File: src/rtl/sms_ctrl_pkg.sv
// Backup sequencer state type and sector command type
`default_nettype none

package sms_ctrl_pkg;

	// ==============================
	// Backup RAM sequencer
	// ==============================
	typedef enum logic [1:0] {
		BK_IDLE = 2'd0, // No transfer
		BK_CMD  = 2'd1, // Command raised, waiting for ack
		BK_XFER = 2'd2  // Host moving the sector
	} bk_state_e;

	// Command level on the sector port
	typedef enum logic [1:0] {
		SD_NONE  = 2'd0,
		SD_READ  = 2'd1,
		SD_WRITE = 2'd2
	} sd_cmd_e;

endpackage

`default_nettype wire

File: src/rtl/sms_mem_pkg.sv
// Widths and sizes for download, ROM, cheat and backup sector paths
`default_nettype none

package sms_mem_pkg;

	// ==============================
	// Bus widths
	// ==============================
	localparam int ROM_AW   = 22; // Console ROM space, 4 MiB
	localparam int IOCTL_AW = 25; // Host download address
	localparam int BYTE_W   = 8;
	localparam int LBA_W    = 32; // Sector number on the host port
	localparam int BUF_AW   = 9;  // Byte address inside one sector

	// ==============================
	// Image format
	// ==============================
	// Copier header in front of some images, one sector long
	localparam int HEADER_BYTES = 512;

	// Download index decoding
	localparam logic [BYTE_W-1:0] CODE_INDEX = 8'hFF; // Cheat file
	localparam logic [4:0]        GG_INDEX   = 5'd2;  // Handheld image

endpackage

`default_nettype wire

File: src/rtl/cart_loader.sv
// Cartridge byte writer, size mask tracking and console ROM address translation
`default_nettype none

module cart_loader (
	input  logic                             clk_sys,
	input  logic                             arst_n,
	input  logic                             cart_active,
	input  logic [sms_mem_pkg::BYTE_W-1:0]   ioctl_index,
	input  logic [sms_mem_pkg::IOCTL_AW-1:0] ioctl_addr,
	input  logic [sms_mem_pkg::BYTE_W-1:0]   ioctl_dout,
	input  logic                             ioctl_wr,
	input  logic                             rom_wr_ack_tog,
	input  logic [sms_mem_pkg::ROM_AW-1:0]   console_raddr,
	output logic                             ioctl_wait,
	output logic [sms_mem_pkg::ROM_AW-1:0]   rom_waddr,
	output logic [sms_mem_pkg::BYTE_W-1:0]   rom_wdata,
	output logic                             rom_wr_tog,
	output logic [sms_mem_pkg::ROM_AW-1:0]   rom_raddr,
	output logic                             game_gear
);
	import sms_mem_pkg::*;

	localparam logic [ROM_AW-1:0]   HDR_ROM   = ROM_AW'(HEADER_BYTES);
	localparam logic [IOCTL_AW-1:0] HDR_IOCTL = IOCTL_AW'(HEADER_BYTES);

	logic              cart_prev;
	logic              byte_wr;
	logic [ROM_AW-1:0] wr_addr;
	logic [ROM_AW-1:0] last_addr;   // Address of the latest byte
	logic [ROM_AW-1:0] end_addr;    // Image size once the download ends
	logic [ROM_AW-1:0] cart_mask;
	logic [ROM_AW-1:0] cart_mask512;
	logic              cart_hdr;

	assign byte_wr  = ioctl_wr & cart_active;
	assign wr_addr  = ioctl_addr[ROM_AW-1:0];
	assign end_addr = last_addr + 1'b1;

	// ==============================
	// Toggle handshake to ROM memory
	// ==============================
	always_ff @(posedge clk_sys or negedge arst_n) begin
		if (!arst_n) begin
			cart_prev  <= 1'b0;
			ioctl_wait <= 1'b0;
			rom_wr_tog <= 1'b0;
			rom_waddr  <= '0;
		end else begin
			cart_prev <= cart_active;
			if (byte_wr) begin
				ioctl_wait <= 1'b1;           // Hold host until stored
				rom_wr_tog <= ~rom_wr_tog;
			end else if (ioctl_wait && rom_wr_tog == rom_wr_ack_tog) begin
				ioctl_wait <= 1'b0;
				rom_waddr  <= rom_waddr + 1'b1;
			end
			if (cart_active && !cart_prev)
				rom_waddr <= '0; // New image
		end
	end

	always_ff @(posedge clk_sys) begin
		if (byte_wr)
			rom_wdata <= ioctl_dout;
	end

	// Masks grow with the highest address seen
	always_ff @(posedge clk_sys or negedge arst_n) begin
		if (!arst_n) begin
			cart_mask    <= '0;
			cart_mask512 <= '0;
			last_addr    <= '0;
			game_gear    <= 1'b0;
			cart_hdr     <= 1'b0;
		end else begin
			if (byte_wr) begin
				cart_mask <= (ioctl_addr == '0) ? '0 : cart_mask | wr_addr;
				cart_mask512 <= (ioctl_addr == HDR_IOCTL) ? '0 :
					cart_mask512 | (wr_addr - HDR_ROM);
				last_addr <= wr_addr;
				game_gear <= ioctl_index[4:0] == GG_INDEX;
			end
			// Odd number of sectors means a header in front
			if (cart_prev && !cart_active)
				cart_hdr <= end_addr[BUF_AW];
		end
	end

	assign rom_raddr = cart_hdr ? (console_raddr + HDR_ROM) & cart_mask512 :
		console_raddr & cart_mask;

endmodule

`default_nettype wire

File: src/rtl/ce_divider.sv
// Clock enables for CPU, VDP, pixel and sprite logic from a divide-by-30 count
`default_nettype none

module ce_divider (
	input  logic clk_sys,
	input  logic arst_n,
	output logic ce_cpu,
	output logic ce_vdp,
	output logic ce_pix,
	output logic ce_sp
);

	localparam logic [4:0] DIV_LAST = 5'd29;

	logic [4:0] clkd; // Phase within the 30-cycle frame

	always_ff @(posedge clk_sys or negedge arst_n) begin
		if (!arst_n) begin
			clkd   <= '0;
			ce_cpu <= 1'b0;
			ce_vdp <= 1'b0;
			ce_pix <= 1'b0;
			ce_sp  <= 1'b0;
		end else begin
			clkd  <= (clkd == DIV_LAST) ? 5'd0 : clkd + 5'd1;
			ce_sp <= clkd[0]; // Half rate, 30 is even so no slip at wrap

			// VDP /5, pixel /10, CPU /15
			ce_vdp <= 1'b0;
			ce_pix <= 1'b0;
			ce_cpu <= 1'b0;
			case (clkd)
				5'd4, 5'd14: ce_vdp <= 1'b1;
				5'd9: begin
					ce_vdp <= 1'b1;
					ce_pix <= 1'b1;
					ce_cpu <= 1'b1;
				end
				5'd19, 5'd29: begin
					ce_vdp <= 1'b1;
					ce_pix <= 1'b1;
				end
				5'd24: begin
					ce_vdp <= 1'b1;
					ce_cpu <= 1'b1; // Late CPU phase keeps HCounter timing
				end
				default: ;
			endcase
		end
	end

endmodule

`default_nettype wire

File: src/rtl/cheat_assembler.sv
// Cheat record collector: flag, address, compare and replace words with valid pulse
`default_nettype none

module cheat_assembler (
	input  logic                             clk_sys,
	input  logic                             arst_n,
	input  logic                             code_active,
	input  logic [3:0]                       ioctl_addr,
	input  logic [sms_mem_pkg::BYTE_W-1:0]   ioctl_dout,
	input  logic                             ioctl_wr,
	output logic [4*sms_mem_pkg::BYTE_W-1:0] code_flags,
	output logic [4*sms_mem_pkg::BYTE_W-1:0] code_addr,
	output logic [4*sms_mem_pkg::BYTE_W-1:0] code_compare,
	output logic [4*sms_mem_pkg::BYTE_W-1:0] code_replace,
	output logic                             code_valid
);
	import sms_mem_pkg::*;

	localparam logic [3:0] LAST_BYTE = 4'd15;

	logic       byte_wr;
	logic [1:0] lane;     // Byte lane in the word, LSB first

	assign byte_wr = code_active & ioctl_wr;
	assign lane    = ioctl_addr[1:0];

	// Record is 4 little-endian words
	always_ff @(posedge clk_sys) begin
		if (byte_wr) begin
			case (ioctl_addr[3:2])
				2'd0: code_flags[lane*BYTE_W +: BYTE_W]   <= ioctl_dout;
				2'd1: code_addr[lane*BYTE_W +: BYTE_W]    <= ioctl_dout;
				2'd2: code_compare[lane*BYTE_W +: BYTE_W] <= ioctl_dout;
				default: code_replace[lane*BYTE_W +: BYTE_W] <= ioctl_dout;
			endcase
		end
	end

	always_ff @(posedge clk_sys or negedge arst_n) begin
		if (!arst_n)
			code_valid <= 1'b0;
		else
			code_valid <= byte_wr && ioctl_addr == LAST_BYTE; // Record complete
	end

endmodule

`default_nettype wire

File: src/rtl/save_ram_control.sv
// Download decoding, core reset, backup enable and backup RAM sector sequencer
`default_nettype none

module save_ram_control #(
	parameter int BK_SECTORS = 64
) (
	input  logic                           clk_sys,
	input  logic                           arst_n,
	input  logic                           reset_req,
	input  logic                           ioctl_download,
	input  logic [sms_mem_pkg::BYTE_W-1:0] ioctl_index,
	input  logic                           bk_load_req,
	input  logic                           bk_save_req,
	input  logic                           autosave_en,
	input  logic                           osd_open,
	input  logic                           img_mounted,
	input  logic                           img_readonly,
	input  logic                           img_size_nz,
	input  logic                           nvram_we,
	input  logic                           sd_ack,
	output logic                           cart_active,
	output logic                           code_active,
	output logic [sms_mem_pkg::LBA_W-1:0]  sd_lba,
	output logic                           sd_rd,
	output logic                           sd_wr,
	output logic                           bk_busy,
	output logic                           bk_pending,
	output logic                           core_reset
);
	import sms_mem_pkg::*;
	import sms_ctrl_pkg::*;

	localparam logic [LBA_W-1:0] LBA_LAST = LBA_W'(BK_SECTORS - 1);

	bk_state_e state;
	sd_cmd_e   cmd;
	logic      cart_prev;
	logic      bk_ena;
	logic      loading;
	logic      save_req;
	logic      load_lvl;
	logic      save_lvl;
	logic      load_prev;
	logic      save_prev;
	logic      dl_done;
	logic      start_xfer;
	logic      start_load;

	assign code_active = ioctl_download & (ioctl_index == CODE_INDEX);
	assign cart_active = ioctl_download & (ioctl_index != CODE_INDEX);

	// Pending data with menu open counts as a save press when autosave is on
	assign save_req   = bk_save_req | (bk_pending & osd_open & autosave_en);
	assign load_lvl   = bk_load_req & bk_ena;
	assign save_lvl   = save_req & bk_ena;
	assign dl_done    = cart_prev & ~cart_active & img_size_nz & bk_ena;
	assign start_load = dl_done | (load_lvl & ~load_prev);
	assign start_xfer = (state == BK_IDLE) & (start_load | (save_lvl & ~save_prev));

	assign sd_rd      = cmd == SD_READ;
	assign sd_wr      = cmd == SD_WRITE;
	assign bk_busy    = state != BK_IDLE;
	assign core_reset = ~arst_n | reset_req | cart_active | loading;

	// ==============================
	// Enable and pending flags
	// ==============================
	always_ff @(posedge clk_sys or negedge arst_n) begin
		if (!arst_n) begin
			cart_prev  <= 1'b0;
			load_prev  <= 1'b0;
			save_prev  <= 1'b0;
			bk_ena     <= 1'b0;
			bk_pending <= 1'b0;
		end else begin
			cart_prev <= cart_active;
			load_prev <= load_lvl;
			save_prev <= save_lvl;
			if (cart_active && !cart_prev)
				bk_ena <= 1'b0;
			// Save file gets mounted while the image still loads
			if (cart_active && img_mounted && !img_readonly)
				bk_ena <= 1'b1;
			if (bk_ena && !osd_open && nvram_we)
				bk_pending <= 1'b1;
			else if (start_xfer)
				bk_pending <= 1'b0;
		end
	end

	// ==============================
	// Sector sequencer
	// ==============================
	always_ff @(posedge clk_sys or negedge arst_n) begin
		if (!arst_n) begin
			state   <= BK_IDLE;
			cmd     <= SD_NONE;
			loading <= 1'b0;
			sd_lba  <= '0;
		end else begin
			case (state)
				BK_IDLE: if (start_xfer) begin
					state   <= BK_CMD;
					loading <= start_load;
					sd_lba  <= '0;
					cmd     <= start_load ? SD_READ : SD_WRITE;
				end
				BK_CMD: if (sd_ack) begin
					cmd   <= SD_NONE; // Host took the command
					state <= BK_XFER;
				end
				BK_XFER: if (!sd_ack) begin
					if (sd_lba == LBA_LAST) begin
						state   <= BK_IDLE;
						loading <= 1'b0;
					end else begin
						sd_lba <= sd_lba + 1'b1;
						cmd    <= loading ? SD_READ : SD_WRITE;
						state  <= BK_CMD;
					end
				end
				default: state <= BK_IDLE;
			endcase
		end
	end

endmodule

`default_nettype wire

File: src/rtl/sms_host_glue.sv
// Host glue top: clock enables, cartridge loader, cheat collector, backup control
`default_nettype none

module sms_host_glue #(
	parameter int BK_SECTORS = 64
) (
	input  logic                             clk_sys,
	input  logic                             arst_n,
	input  logic                             reset_req,
	// Download port
	input  logic                             ioctl_download,
	input  logic [sms_mem_pkg::BYTE_W-1:0]   ioctl_index,
	input  logic [sms_mem_pkg::IOCTL_AW-1:0] ioctl_addr,
	input  logic [sms_mem_pkg::BYTE_W-1:0]   ioctl_dout,
	input  logic                             ioctl_wr,
	output logic                             ioctl_wait,
	// ROM memory
	output logic [sms_mem_pkg::ROM_AW-1:0]   rom_waddr,
	output logic [sms_mem_pkg::BYTE_W-1:0]   rom_wdata,
	output logic                             rom_wr_tog,
	input  logic                             rom_wr_ack_tog,
	input  logic [sms_mem_pkg::ROM_AW-1:0]   console_raddr,
	output logic [sms_mem_pkg::ROM_AW-1:0]   rom_raddr,
	output logic                             game_gear,
	// Cheat code
	output logic [4*sms_mem_pkg::BYTE_W-1:0] code_flags,
	output logic [4*sms_mem_pkg::BYTE_W-1:0] code_addr,
	output logic [4*sms_mem_pkg::BYTE_W-1:0] code_compare,
	output logic [4*sms_mem_pkg::BYTE_W-1:0] code_replace,
	output logic                             code_valid,
	// Backup RAM
	input  logic                             bk_load_req,
	input  logic                             bk_save_req,
	input  logic                             autosave_en,
	input  logic                             osd_open,
	input  logic                             img_mounted,
	input  logic                             img_readonly,
	input  logic                             img_size_nz,
	input  logic                             nvram_we,
	output logic [sms_mem_pkg::LBA_W-1:0]    sd_lba,
	output logic                             sd_rd,
	output logic                             sd_wr,
	input  logic                             sd_ack,
	output logic                             bk_busy,
	output logic                             bk_pending,
	output logic                             core_reset,
	// Clock enables
	output logic                             ce_cpu,
	output logic                             ce_vdp,
	output logic                             ce_pix,
	output logic                             ce_sp
);

	logic cart_active;
	logic code_active;

	save_ram_control #(
		.BK_SECTORS(BK_SECTORS)
	) save_ram_control_i (
		.clk_sys, .arst_n, .reset_req, .ioctl_download, .ioctl_index,
		.bk_load_req, .bk_save_req, .autosave_en, .osd_open,
		.img_mounted, .img_readonly, .img_size_nz, .nvram_we, .sd_ack,
		.cart_active, .code_active, .sd_lba, .sd_rd, .sd_wr,
		.bk_busy, .bk_pending, .core_reset
	);

	ce_divider ce_divider_i (
		.clk_sys, .arst_n, .ce_cpu, .ce_vdp, .ce_pix, .ce_sp
	);

	cart_loader cart_loader_i (
		.clk_sys, .arst_n, .cart_active, .ioctl_index, .ioctl_addr,
		.ioctl_dout, .ioctl_wr, .rom_wr_ack_tog, .console_raddr,
		.ioctl_wait, .rom_waddr, .rom_wdata, .rom_wr_tog, .rom_raddr,
		.game_gear
	);

	// Only the byte position within a 16-byte record matters
	cheat_assembler cheat_assembler_i (
		.clk_sys,
		.arst_n,
		.code_active,
		.ioctl_addr (ioctl_addr[3:0]),
		.ioctl_dout,
		.ioctl_wr,
		.code_flags,
		.code_addr,
		.code_compare,
		.code_replace,
		.code_valid
	);

endmodule

`default_nettype wire

File: config.mk
export PLATFORM = sky130hd
export DESIGN_NAME = sms_host_glue
export DESIGN_NICKNAME = d
export VERILOG_FILES = /design/src/rtl/sms_ctrl_pkg.sv /design/src/rtl/sms_mem_pkg.sv /design/src/rtl/cart_loader.sv /design/src/rtl/ce_divider.sv /design/src/rtl/cheat_assembler.sv /design/src/rtl/save_ram_control.sv /design/src/rtl/sms_host_glue.sv
export SDC_FILE = /design/constraint.sdc
export NUM_CORES = 1
export LEC_CHECK = 0
export ABC_AREA = 1
export ABC_CLOCK_PERIOD_IN_PS = 1800
export BUFFER_PORTS_ARGS = -buffer_cell sky130_fd_sc_hd__buf_2
export CAP_MARGIN = 20
export CELL_PAD_IN_SITES_DETAIL_PLACEMENT = 0
export CELL_PAD_IN_SITES_GLOBAL_PLACEMENT = 1
export CORE_ASPECT_RATIO = 0.6
export CORE_UTILIZATION = 36
export DETAILED_ROUTE_END_ITERATION = 8
export GPL_ROUTABILITY_DRIVEN = 0
export PLACE_DENSITY_LB_ADDON = 0.1
export SLEW_MARGIN = 25
export SYNTH_ARGS = -nofsm -noshare
export SYNTH_HDL_FRONTEND = slang
export SYNTH_SLANG_ARGS = --single-unit
File: constraint.sdc
create_clock -name clk_sys -period 1.8 [get_ports clk_sys]
set_input_delay 0.27 -clock clk_sys [delete_from_list [all_inputs] [get_ports clk_sys]]
set_output_delay 0.27 -clock clk_sys [all_outputs]
set_load 0.05 [all_outputs]
# After elaboration in Yosys (flattened, before gate mapping)
# Cells that the tools add are included.
[word_totals]
ff_bits = 268
latchBits = 0
ram_bits = 0
mem_bits_ro = 0
wordCells = 167
n_memories = 0
[op_classes]
add_sub_neg = 7
n_mul = 0
div_mod_pow = 0
magnitude_cmp = 0
eq_ne = 25
shift = 2
mux = 40
bitwise_logic = 30
reduce_logical = 35
[ops]
columns = ["cell", "n"]
rows = [
  ["two-way mux 22 bit", 6],
  ["bitwise mux 32 bit", 4],
  ["two-way mux 32 bit", 3],
  ["one-hot mux 32 bit (2 select lines)", 1],
  ["bitwise AND 22 bit", 2],
  ["bitwise OR 22 bit", 2],
  ["negator 5 -> 34 bit", 1],
  ["variable shift 8 x 34 -> 32 bit (first input constant)", 1],
  ["indexed part select 8 x 34 -> 32 bit", 1],
  ["adder 32 x 1 -> 32 bit (second input constant)", 1],
  ["== test 32 x 6 -> 1 bit (second input constant)", 1],
  ["== test 25 x 10 -> 1 bit (second input constant)", 1],
  ["zero test 25 bit", 1],
  ["adder 22 x 1 -> 22 bit (second input constant)", 1],
  ["adder 22 x 10 -> 22 bit (second input constant)", 1],
  ["subtractor 22 x 10 -> 22 bit (second input constant)", 1],
  ["two-way mux 2 bit", 9],
  ["== test 5 bit (second input constant)", 3],
  ["bitwise AND 1 bit", 14],
  ["two-way mux 1 bit", 13],
  ["one-hot mux 2 bit (3 select lines)", 2],
  ["nonzero test 2 bit", 6],
  ["adder 10 x 1 -> 10 bit (second input constant)", 1],
  ["== test 5 x 4 -> 1 bit (second input constant)", 2],
  ["26 further kinds", 61],
]

# Logic depth before layout (Yosys ltp)
[logic_depth]
ltp_word = 11
depth_mapped = 11

# Modules after synthesis
# A second synthesis with hierarchy kept.
[hier_totals]
cells_unflattened = 1397
hier_area_um2 = 12672.2
[modules_own_cells]
columns = ["module", "n_inst", "cells_per_inst", "area_each_um2"]
rows = [
  ["cart_loader", 1, 626, 4755.8],
  ["cheat_assembler", 1, 235, 4394.2],
  ["save_ram_control", 1, 483, 3045.4],
  ["ce_divider", 1, 53, 476.7],
]

# Worst setup path after synthesis
# OpenSTA, ideal clock, no wires.
[synth_timing]
kind = "input to output"
start = "in console_raddr[9] in the netlist's numbering"
end = "out rom_raddr[15] in the netlist's numbering"
t_arrival_ns = 2.141
required_ns = 1.530
path_slack_ns = -0.611
cell_stages = 4
path_cell_list = "ha_1 > nor3b_1 > xnor2_1 > o31ai_1"
[synth_via]
elab_chain_cells = 3
[synth_rtl]
columns = ["element", "line_no", "text"]
rows = [
  ["start: declaration", "sms_host_glue.sv:22", "input logic [sms_mem_pkg::ROM_AW-1:0] console_raddr,"],
  ["adder 22 x 10 -> 22 bit", "cart_loader.sv:89", "assign rom_raddr = cart_hdr ? (console_raddr + HDR_ROM) & cart_mask512 :"],
  ["bitwise AND 22 bit", "cart_loader.sv:89", ""],
  ["two-way mux 22 bit", "cart_loader.sv:89", ""],
  ["end: declaration", "sms_host_glue.sv:23", "output logic [sms_mem_pkg::ROM_AW-1:0] rom_raddr,"],
]
# No other way between the ends.

# Worst setup path after layout
[layout_timing]
start = "reg cart_loader_i.cart_hdr"
end = "out rom_raddr[19] in the netlist's numbering"
[layout_via]
elab_chain_cells = 1
[layout_rtl]
columns = ["element", "line_no", "text"]
rows = [
  ["start: declaration", "cart_loader.sv:33", "logic cart_hdr;"],
  ["start signal: assignment", "cart_loader.sv:85", "cart_hdr <= end_addr[BUF_AW];"],
  ["two-way mux 22 bit", "cart_loader.sv:89", ""],
]
# No other way between the ends.

==> key figures <==
Synthesis
  • Synth Flop Type: edfxtp_1
  • Post-synthesis sequential area ratio: between 50% and 60%
  • Cells after Synth: roughly 1400
  • Number of flops mapped to enable cells by yosys: roughly 140
  • Syn. warnings: 0
  • Yosys cell types: just over 40
  • Seq cells post-synth: roughly 270
  • Post-Syn Area: about 13000 µm²
  • FFs w/ async S/R, synth: around half
  • Synthesized Nets: about 1500
  • Syn Area/Cell: around 9.0 µm²

Floorplan
  • Starting density of the core: a little under two fifths
  • Full die area: around 36000 µm²
  • Cell Rows: 52
  • I/O Pins: 303
  • Core area: roughly 34000 µm²
  • Die W: ~240 µm
  • Die extent in y: 147 µm

STA
  • Max Slew Vio Count: 0
  • Final worst slack: -171 ps
  • Max Freq: 507 MHz
  • Fin. Hold Viols: 0
  • Max_slew headroom: ~54%
  • Fin Hold WS: 14.7 ps
  • Slew @ Worst Pin: approximately 700 ps
  • RSZ-0062 raised after global routing: yes
  • Crit path time final: just under 2000 ps
  • Final period util: 109%
  • Layout Skew: ~25 ps
  • Final setup vio count: 22

Place
  • Port Buf Inserts: 302
  • Dpl cells: around 2300
  • Dpl hpwl: between 30 and 40 mm
  • Dpl ws: -202 ps
  • Placement Cell Area: 15700 µm²

Global routing
  • Largest net degree at the start of global routing: 67
  • Initial antenna violation count: 4
  • First-pass GRT wire length: approximately 63 mm
  • Vias in the first global route: roughly 10000
  • GRT Overall Usage: 22.9%
  • Grt ovf: 0

Setup path
  • Critical Path Source Type: register
  • Worst path required time: 1530 ps
  • Reg2Reg Setup Slack: roughly 60 ps
  • CP cell instances: buf_12 -> o211ai_1 -> inv_1 -> o21ai_1 -> inv_1 -> buf_6
  • Slowest CP cell: dfrtp_2
  • Max FO, Critical Path: 29
  • CP Capture Type: output pin
  • Data arrival, critical path: approximately 1700 ps
  • R2R cell count: 9
  • WS Path Type: register to output pin
  • Worst path max stage delay: 440 ps
  • Crit-path most repeated cell: inv_1

Clock tree
  • H-tree depth: 1
  • Clock tree root driver cell: clkbuf_16
  • Clk sinks: 268
  • Num CTS Buffers: 27
  • CTS clk-pin slew, worst paths: around 70 ps
  • Maximum root-to-sink buffer count: 3
  • Clk_lat worst skew: 560 ps
  • CTS tree: done

Finish
  • Most frequent cells in the layout: 361 x nand2_1, 278 x buf_2, 187 x nor2_1
  • Final nets: about 2000
  • # fillers: about 3300
  • Commonest non-fill, non-tap cell in the layout: nand2_1
  • Final non-filler cell total: about 2300
  • Layout cell share with drive strength beyond 1: a little under a third
  • Syn-to-layout area delta: 38.0%
  • Design area: roughly 17000 µm²

Power
  • Total power: between 15 and 20 mW
  • P per Cell Area: 991 nW/µm²
  • P_leak: around 7.7 nW
  • Max VDD drop: 0.643 mV

Drt
  • Drt drc: 0
  • Routed WL per cell: 17.7 µm
  • DRT Wirelength: between 40 and 50 mm
  • Vias per std cell: between 4 and 5
  • Vias: roughly 11000
  • ANT nets after route: 0
  • 1st-pass router iterations: 5
  • Initial DRC count: 840

Hold path
  • HP Class: input pin to register
  • WHS Path Cells: 3

Run
  • Max Cap Viol: 0

Status
  • Status: finished, violations left
  • Failing checks: setup timing
[synthesized netlist by cell type (14+ instances only)]
cell | number | area, µm²
nand4_1 | 18 | 113
a21oi_1 | 58 | 290
nand2_1 | 366 | 1370
o21ai_0 | 36 | 180
edfxtp_1 | 136 | 4080
nor2_1 | 204 | 766
ha_1 | 17 | 213
nor3_1 | 31 | 155
dfrtp_1 | 132 | 3300
nand3_1 | 122 | 611
inv_1 | 171 | 642
clkbuf_1 | 14 | 52.6
xor2_1 | 23 | 201
[final cells by class]
cell class                 instances  area, µm²  area share [%]
antenna                            2       5.00          0.0289
clock inverter                    23        229            1.32
inverter                         174        664            3.84
clock buffer                      27        676            3.90
multi-input combinational        926       4570            26.4
tap                              459        574            3.32
timing repair buffer             470       3190            18.4
sequential                       268       7400            42.7
[flip-flops by register name, indices dropped and copies added (netlist names), 8 cells and up]
name / count
cheat_assembler_i.code_addr: 32
cheat_assembler_i.code_compare: 32
cheat_assembler_i.code_flags: 32
cheat_assembler_i.code_replace: 32
save_ram_control_i.sd_lba: 32
cart_loader_i.cart_mask512: 22
cart_loader_i.cart_mask: 22
cart_loader_i.rom_waddr: 22
cart_loader_i.last_addr: 10
cart_loader_i.rom_wdata: 8
[power breakdown]
| group | internal, mW | total, mW | switching, mW |
|---|---|---|---|
| registers | 6.65 | 6.82 | 0.165 |
| clock network | 3.23 | 5.80 | 2.57 |
| logic | 1.65 | 4.54 | 2.89 |
[critical path, delay by kind of cell (launching register included)]
family | cells | cell delay (ps)
buf+inv | 4 | 460
flops | 1 | 440
compound gates | 2 | 240
[per-stage QoR]
step | utilization (%) | setup TNS (ps)
5_1_grt | 50.9 | -4070
3_5_place_dp | 46.0 | -7330
6_report | 50.9 | -2020
3_3_place_gp | 46.0 | -4220
4_1_cts | 50.1 | -2380
2_1_floorplan | - | -167
[worst paths after layout]
kind	to	startpoint
worst max-delay path	rom_raddr[19]	cart_loader_i.cart_hdr
worst min-delay path	cart_loader_i.last_addr[9]	ioctl_addr[9]
worst max register to register	save_ram_control_i.sd_lba[21]	save_ram_control_i.sd_lba[6]
worst min register to register	cart_loader_i.last_addr[6]	cart_loader_i.last_addr[6]
max in group asynchronous	cart_loader_i.rom_waddr[0]	arst_n
min in group asynchronous	save_ram_control_i.sd_lba[14]	arst_n
[layer usage]
layer | GRT usage (%) | up-vias | share of wire (%)
met1 | 36.9 | 5312 | 52
met2 | 30.2 | 303 | 39
met4 | 5.28 | 4 | 2.1
met5 | 0 | - | 0.065
li1 | - | 5485 | -
met3 | 5.29 | 54 | 6.8
[repair_timing]
action                     in CTS  in global routing
pin swaps                       2                  9
resized for setup              58                 49
hold buffers                   28                  0
buffers inserted                4                  4
hold endpoints to repair      156                  0
cloned                          0                  2
setup endpoints to repair      23                 69
[cells by family after synthesis]
| kind of cell | after synthesis | synth area share [%] |
|---|---|---|
| xor gates and xnor gates | 32 | 2.23 |
| buffers and inverters | 207 | 6.72 |
| AOI/OAI and AO/OA | 113 | 4.89 |
| DFF | 268 | 58.9 |
| and+or+nand+nor | 764 | 25.6 |
| adders and majority gates | 17 | 1.70 |
No activity file was read; power rests on OpenSTA's default activity.
